`src/design/fifo_settings.svh`:
```
`ifndef FIFO_SETTINGS_SVH
`define FIFO_SETTINGS_SVH

// write side takes one full word per strobe
`define FIFO_WORD_WIDTH 32

// read side hands out one lane per strobe
`define FIFO_LANE_WIDTH 8

// lanes per word, must be a power of two
`define FIFO_LANES 4

// storage depth in words
`define FIFO_DEPTH 16

// word pointer carries one wrap bit above the 4 bit address
`define FIFO_WORD_PTR_WIDTH 5

// lane pointer is the word pointer plus 2 lane index bits
`define FIFO_LANE_PTR_WIDTH 7

// prog_full level in words, prog_empty level in lanes
`define FIFO_PROG_FULL_THRESH 12
`define FIFO_PROG_EMPTY_THRESH 8

`endif

```
`src/design/fifo_pkg.sv`:
```
`default_nettype none

`include "fifo_settings.svh"

package fifo_pkg;

    // one word as written
    typedef logic [`FIFO_WORD_WIDTH-1:0] word_t;

    // one lane as read back
    typedef logic [`FIFO_LANE_WIDTH-1:0] lane_t;

    // write request toward the word memory
    typedef struct packed {
        logic                            en;
        logic [`FIFO_WORD_PTR_WIDTH-2:0] addr;
        word_t                           data;
    } ram_wr_t;

    // read request toward the word memory
    // lane rides along so the unpack stage knows which slice to pick
    typedef struct packed {
        logic                                                en;
        logic [`FIFO_WORD_PTR_WIDTH-2:0]                     addr;
        logic [`FIFO_LANE_PTR_WIDTH-`FIFO_WORD_PTR_WIDTH-1:0] lane;
    } ram_rd_t;

    // occupancy, words on the write side and lanes on the read side
    typedef struct packed {
        logic [`FIFO_WORD_PTR_WIDTH-1:0] wr_count;
        logic [`FIFO_LANE_PTR_WIDTH-1:0] rd_count;
    } fifo_count_t;

    // status outputs bundled for the top level
    typedef struct packed {
        logic almost_full;
        logic almost_empty;
        logic prog_full;
        logic prog_empty;
        logic overflow;
        logic underflow;
    } fifo_flags_t;

endpackage

`default_nettype wire

```
`src/design/fifo_pointers.sv`:
```
`timescale 1ns/1ps
`default_nettype none

`include "fifo_settings.svh"

module fifo_pointers
    import fifo_pkg::*;
(
    input  logic        clock,
    input  logic        reset,
    input  logic        wr_en,
    input  word_t       data_in,
    input  logic        rd_en,
    output ram_wr_t     ram_wr,
    output ram_rd_t     ram_rd,
    output logic        full,
    output logic        empty,
    output logic        wr_ack,
    output fifo_count_t counts
);

    // write pointer in words, msb is the wrap bit
    logic [`FIFO_WORD_PTR_WIDTH-1:0] wr_ptr;
    // read pointer in lanes, low bits are the lane index
    logic [`FIFO_LANE_PTR_WIDTH-1:0] rd_ptr;
    // read pointer seen as a word pointer
    logic [`FIFO_WORD_PTR_WIDTH-1:0] rd_word_ptr;
    // write pointer scaled up to lanes
    logic [`FIFO_LANE_PTR_WIDTH-1:0] wr_lane_ptr;
    logic                            wr_accept;
    logic                            rd_accept;

    // strobes are judged against the flags as they stand this cycle
    assign wr_accept = wr_en & ~full;
    assign rd_accept = rd_en & ~empty;

    // acknowledge goes out in the same cycle as the write
    assign wr_ack = wr_accept;

    // upper bits of the lane pointer address the word
    assign rd_word_ptr = rd_ptr[`FIFO_LANE_PTR_WIDTH-1 -: `FIFO_WORD_PTR_WIDTH];

    // four lanes per word, so append zero lane index bits
    assign wr_lane_ptr = {wr_ptr, {(`FIFO_LANE_PTR_WIDTH-`FIFO_WORD_PTR_WIDTH){1'b0}}};

    always_ff @(posedge clock or posedge reset) begin
        if (reset) begin
            wr_ptr <= '0;
        end else if (wr_accept) begin
            wr_ptr <= wr_ptr + 1'b1;
        end
    end

    // steps one lane at a time, wraps into the next word on its own
    always_ff @(posedge clock or posedge reset) begin
        if (reset) begin
            rd_ptr <= '0;
        end else if (rd_accept) begin
            rd_ptr <= rd_ptr + 1'b1;
        end
    end

    always_comb begin
        // a partly read word still holds its slot
        counts.wr_count = wr_ptr - rd_word_ptr;
        // lanes left, modulo pointer arithmetic handles the wrap
        counts.rd_count = wr_lane_ptr - rd_ptr;
    end

    // full at depth words, empty once every lane has gone
    assign full  = (counts.wr_count == `FIFO_WORD_PTR_WIDTH'(`FIFO_DEPTH));
    assign empty = (counts.rd_count == '0);

    always_comb begin
        ram_wr.en   = wr_accept;
        ram_wr.addr = wr_ptr[`FIFO_WORD_PTR_WIDTH-2:0];
        ram_wr.data = data_in;
    end

    always_comb begin
        ram_rd.en   = rd_accept;
        // word address sits just below the wrap bit
        ram_rd.addr = rd_word_ptr[`FIFO_WORD_PTR_WIDTH-2:0];
        ram_rd.lane = rd_ptr[`FIFO_LANE_PTR_WIDTH-`FIFO_WORD_PTR_WIDTH-1:0];
    end

endmodule

`default_nettype wire

```
`src/design/fifo_status.sv`:
```
`timescale 1ns/1ps
`default_nettype none

`include "fifo_settings.svh"

module fifo_status
    import fifo_pkg::*;
(
    input  logic        clock,
    input  logic        reset,
    input  logic        wr_en,
    input  logic        rd_en,
    input  logic        full,
    input  logic        empty,
    input  fifo_count_t counts,
    output fifo_flags_t flags
);

    // error flags hold for the one cycle after the rejected strobe
    logic overflow_q;
    logic underflow_q;

    // a strobe while full or empty was dropped by the pointers
    always_ff @(posedge clock or posedge reset) begin
        if (reset) begin
            overflow_q  <= 1'b0;
            underflow_q <= 1'b0;
        end else begin
            overflow_q  <= wr_en & full;
            underflow_q <= rd_en & empty;
        end
    end

    always_comb begin
        // one word slot left or none
        flags.almost_full  = (counts.wr_count >=
                              `FIFO_WORD_PTR_WIDTH'(`FIFO_DEPTH - 1));
        // at most one lane left
        flags.almost_empty = (counts.rd_count <= `FIFO_LANE_PTR_WIDTH'(1));
        // threshold in words on the write side
        flags.prog_full    = (counts.wr_count >=
                              `FIFO_WORD_PTR_WIDTH'(`FIFO_PROG_FULL_THRESH));
        // threshold in lanes on the read side
        flags.prog_empty   = (counts.rd_count <=
                              `FIFO_LANE_PTR_WIDTH'(`FIFO_PROG_EMPTY_THRESH));
        flags.overflow     = overflow_q;
        flags.underflow    = underflow_q;
    end

endmodule

`default_nettype wire

```
`src/design/fifo_ram.sv`:
```
`timescale 1ns/1ps
`default_nettype none

`include "fifo_settings.svh"

module fifo_ram
    import fifo_pkg::*;
(
    input  logic    clock,
    input  ram_wr_t ram_wr,
    input  ram_rd_t ram_rd,
    output word_t   rd_word
);

    // word storage, maps onto block ram
    word_t mem [`FIFO_DEPTH];

    // write port
    always_ff @(posedge clock) begin
        if (ram_wr.en) begin
            mem[ram_wr.addr] <= ram_wr.data;
        end
    end

    // registered read port
    // the output holds the last word while no read is requested
    // a read and a write never share an address, the pointers keep them apart
    always_ff @(posedge clock) begin
        if (ram_rd.en) begin
            rd_word <= mem[ram_rd.addr];
        end
    end

endmodule

`default_nettype wire

```
`src/design/fifo_lane_unpack.sv`:
```
`timescale 1ns/1ps
`default_nettype none

`include "fifo_settings.svh"

module fifo_lane_unpack
    import fifo_pkg::*;
(
    input  logic    clock,
    input  logic    reset,
    input  ram_rd_t ram_rd,
    input  word_t   rd_word,
    output logic    valid,
    output lane_t   data_out
);

    // lane index of the read now leaving the ram
    logic [`FIFO_LANE_PTR_WIDTH-`FIFO_WORD_PTR_WIDTH-1:0] lane_sel;
    // the ram word seen as lanes, element 0 is the least significant
    lane_t [`FIFO_LANES-1:0]                              word_lanes;

    // valid lines up with the ram register, one cycle per accepted read
    always_ff @(posedge clock or posedge reset) begin
        if (reset) begin
            valid <= 1'b0;
        end else begin
            valid <= ram_rd.en;
        end
    end

    // index loads with the same enable as the ram read register
    always_ff @(posedge clock or posedge reset) begin
        if (reset) begin
            lane_sel <= '0;
        end else if (ram_rd.en) begin
            lane_sel <= ram_rd.lane;
        end
    end

    assign word_lanes = rd_word;

    // msb lane first, index 0 picks the top slice
    // lane count is a power of two so inverting the index mirrors it
    assign data_out = word_lanes[~lane_sel];

endmodule

`default_nettype wire

```
`src/design/fifo_top.sv`:
```
`timescale 1ns/1ps
`default_nettype none

module fifo_top
    import fifo_pkg::*;
(
    input  logic        clock,
    input  logic        reset,
    // write side, one word per strobe
    input  logic        wr_en,
    input  word_t       data_in,
    output logic        wr_ready,
    output logic        wr_ack,
    // read side, one lane per strobe, data one cycle later
    input  logic        rd_en,
    output logic        valid,
    output lane_t       data_out,
    // status
    output logic        full,
    output logic        empty,
    output fifo_count_t counts,
    output fifo_flags_t flags
);

    // memory requests from the pointer block
    ram_wr_t ram_wr;
    ram_rd_t ram_rd;
    // word coming out of the ram read register
    word_t   rd_word;

    // writes are taken whenever there is a free word slot
    assign wr_ready = ~full;

    // pointers, acceptance and counts
    fifo_pointers u_pointers (
        .clock   (clock),
        .reset   (reset),
        .wr_en   (wr_en),
        .data_in (data_in),
        .rd_en   (rd_en),
        .ram_wr  (ram_wr),
        .ram_rd  (ram_rd),
        .full    (full),
        .empty   (empty),
        .wr_ack  (wr_ack),
        .counts  (counts)
    );

    // word storage
    fifo_ram u_ram (
        .clock   (clock),
        .ram_wr  (ram_wr),
        .ram_rd  (ram_rd),
        .rd_word (rd_word)
    );

    // lane select on the read word
    fifo_lane_unpack u_lane_unpack (
        .clock    (clock),
        .reset    (reset),
        .ram_rd   (ram_rd),
        .rd_word  (rd_word),
        .valid    (valid),
        .data_out (data_out)
    );

    // threshold and error flags
    fifo_status u_status (
        .clock  (clock),
        .reset  (reset),
        .wr_en  (wr_en),
        .rd_en  (rd_en),
        .full   (full),
        .empty  (empty),
        .counts (counts),
        .flags  (flags)
    );

endmodule

`default_nettype wire

```
`config.mk`:
```
export PLATFORM = sky130hd
export DESIGN_NAME = fifo_top
export DESIGN_NICKNAME = d
export VERILOG_FILES = /design/src/design/fifo_pkg.sv /design/src/design/fifo_pointers.sv /design/src/design/fifo_status.sv /design/src/design/fifo_ram.sv /design/src/design/fifo_lane_unpack.sv /design/src/design/fifo_top.sv
export VERILOG_INCLUDE_DIRS = /design/src /design/src/design
export SDC_FILE = /design/constraint.sdc
export NUM_CORES = 1
export LEC_CHECK = 0
export BUFFER_PORTS_ARGS = -buffer_cell sky130_fd_sc_hd__buf_2
export CORE_AREA = 2 2 205 207
export DETAILED_ROUTE_END_ITERATION = 8
export DIE_AREA = 0 0 207 209
export PLACE_DENSITY_LB_ADDON = 0.08
export SYNTH_ARGS = -nofsm -noshare
export SYNTH_HDL_FRONTEND = slang
export SYNTH_HIERARCHICAL = 1
export SYNTH_SLANG_ARGS = --single-unit
```
`constraint.sdc`:
```
create_clock -name clock -period 5.5 [get_ports clock]
set_input_delay 0.825 -clock clock [delete_from_list [all_inputs] [get_ports clock]]
set_output_delay 0.825 -clock clock [all_outputs]
set_load 0.005 [all_outputs]
```
==> metrics.txt <==
status finished, final reports clean; Sw Ratio 0.309; via/cell ratio between 6 and 7; Die Ht between 200 and 250 um; H-tree depth 2; Post-CTS Resized 0; worst slew pin tran roughly 1.0 ns; drt initial violations a little over 1,000; clock root cell clkbuf_16; CTS max path bufs 3; final net count 1,109; Synth warnings 6; Worst-path clk slew around 0.06 ns; syn_nets around 1,100; vias in the first global route 10,200; CTS Buf Count 57; Worst-Skew Late Latency 0.59 ns; crit end category primary output; crit path DAT 3.48 ns; combinational power share 0.297; num rows 75; clock network power share 0.279; worst rel slew slack 0.304; Post-CTS Setup Inserts 0; final hold violation count 0; Synth cell types 42; fmax 0.233 GHz; post-route cell area 0.0245 mm^2; Detail Placement HPWL 27,200 um; Area Overhead vs Synth 11.8%; pin count of the biggest net entering global routing 129; Starting Density 0.530; DRT antenna net count 0; final setup vio count 0; clock sinks 561; CP startpoint u_pointers/wr_ptr[0]$_DFFE_PP0P_; Seq pwr share 0.424; syn_area_per_cell 21.7 um^2; Setup TNS 0 ns; Routed WL roughly 46,000 um; Int Pwr 9.26 mW; placed cell area roughly 0.023 mm^2; sequential area share after synthesis 0.766; min Tclk post-route 4.30 ns; RePlAce Congestion about 0.78; Core ar. around 0.041 mm^2; GRT Resource Usage Total 0.217; Detailed Routing Iterations Pass 1 5; Die ar. 0.0433 mm^2; Max Cap Viol 0; first-pass GRT wire length 68,500 um; critical path class reg2out; io pins 67; area of the mapped netlist 0.0219 mm^2; antenna violations before repair 1; Switch Pwr about 4.1 mW; Chip Width ~210 um; RSZ-0062 raised after global routing false; synthesis-stage register bit count ~560; Overflow after GRT 0; IO Port Bufs 66; vias 9,990; final slew viol count 0; hold crit path type in2async; most common cell after layout, fill and taps aside edfxtp_1; Fillers approximately 3,000; CTS tree done; share of cells above drive strength 1 0.304; Clock Skew 0.00873 ns; CP Launch Type flip-flop; most frequent cells in the layout edfxtp_1 (544), mux4_2 (136), buf_2 (66), a22oi_1 (64), clkbuf_16 (59); CP Data Required Time ~4.7 ns; final routed DRC violation total 0; Mapped Cells slightly above 1,000; period utilization 0.782; maximum VDD drop 436 uV; # hold bufs at CTS 0; R2R Setup Slk roughly 1.3 ns; Routed wire per std cell ~28 um; Crit Path Max Fanout 11; Pwr per Cell Area 548 mW/mm^2; r2r startpoint u_pointers/wr_ptr[0]$_DFFE_PP0P_; Leak 7.91 nW
## metrics by stage
stage               setup slack [ns]  hold WS [ns]  cells   util  total power [mW]
finish                          1.20         0.108   1651  0.593              13.4
global route                   0.960        0.0981   1649  0.592              14.1
CTS                             1.17        0.0720   1649  0.592              13.6
detailed placement              1.37         0.481   1544  0.548              9.83
global placement                1.37         0.481   1544  0.548              9.80
floorplan                      0.415         0.465   1010      -              8.44
## logic make-up after synthesis
group | Yosys count | share of synthesized area
AOI/OAI and AO/OA | 87 | 0.0301
xor gates and xnor gates | 18 | 0.00755
adders and majority gates | 9 | 0.00549
buffers and inverters | 110 | 0.0301
DFF | 561 | 0.766
muxes | 140 | 0.142
and+or+nand+nor | 85 | 0.0185
## synth_stat cells
library cell	instances	area [um^2]
o21ai_1	5	25.0
nand2b_1	3	18.8
buf_6	3	33.8
nand2_1	37	139
o21ai_4	1	16.3
o21ai_2	1	8.76
a2111o_1	1	11.3
nand3b_1	2	15.0
o211ai_1	4	30.0
or4b_1	1	10.0
dfrtp_1	17	425
xnor2_1	14	123
o2111ai_1	3	26.3
or3_1	4	25.0
fa_1	1	20.0
mux2_2	2	22.5
inv_1	18	67.6
o2bb2ai_2	1	15.0
xor2_1	3	26.3
buf_1	9	33.8
nor4_2	1	12.5
a211oi_1	1	7.51
buf_4	58	435
mux2_1	2	22.5
a41o_1	1	10.0
nor3b_1	1	7.51
buf_2	5	25.0
nor2b_1	5	31.3
a21oi_1	4	20.0
nor3_1	5	25.0
xor2_2	1	16.3
mux4_2	136	3060
nand3_1	2	10.0
ha_1	8	100
edfxtp_1	544	16300
clkbuf_1	17	63.8
or3b_2	1	8.76
and2_1	4	25.0
a21o_1	1	7.51
and3_1	2	12.5
nor2_1	17	63.8
a22oi_1	64	480
## sequential cells by signal (all words and copies together), names as in the netlist
name                    flops
u_status/overflow_q         1
u_pointers/rd_ptr           7
u_lane_unpack/valid         1
u_ram/mem                 512
u_ram/rd_word              32
u_pointers/wr_ptr           5
u_status/underflow_q        1
u_lane_unpack/lane_sel      2
## routing by layer
layer	wire length [um]	track usage	share of wire	up-vias
met5	0	0	0	-
met4	702	0.0539	0.015	0
met3	2630	0.0349	0.057	49
met2	21900	0.329	0.48	288
met1	20700	0.337	0.45	5395
li1	-	-	-	4258
## power groups by stage
stage / sequential (mW) / clock [mW] / combinational (mW)
after global placement: 5.78 / 0 / 4.03
after CTS: 5.71 / 3.84 / 4.05
after floorplan: 5.57 / 0 / 2.86
final: 5.69 / 3.74 / 3.98
after global routing: 5.75 / 4.00 / 4.31
after detailed placement: 5.80 / 0 / 4.03
## critical path, stage by stage (launching register included)
cell and delay, ns:
dfrtp_1 0.66, inv_1 0.13, ha_1 0.25, fa_1 0.40
nor2b_1 0.13, o21ai_1 0.09, nand3_1 0.12, or4b_1 0.56
o21ai_2 0.22, inv_1 0.16, buf_2 0.18
## cell type report
class                           count  area [um^2]  area share
Clock inverter                     31          262      0.0107
Antenna cell                        2         5.00    0.000205
Multi-Input combinational cell    339         4590       0.188
Clock buffer                       74         1560      0.0639
Inverter                           18         67.6     0.00276
Timing Repair Buffer               87          538      0.0220
Sequential cell                   561        16800       0.685
Tap cell                          539          674      0.0276
## worst paths after layout
kind / to / cells after the start
setup / recovery: wr_ack / 10
hold / removal: u_lane_unpack/valid$_DFF_PP0_ / 2
setup reg to reg: u_ram/mem[3][19]$_DFFE_PP_ / 12
hold reg to reg: u_pointers/wr_ptr[4]$_DFFE_PP0P_ / 1
max in group asynchronous: u_pointers/rd_ptr[2]$_DFFE_PP0P_ / 2
min in group clock: u_pointers/wr_ptr[4]$_DFFE_PP0P_ / 1
No activity file was read; power rests on OpenSTA's default activity.
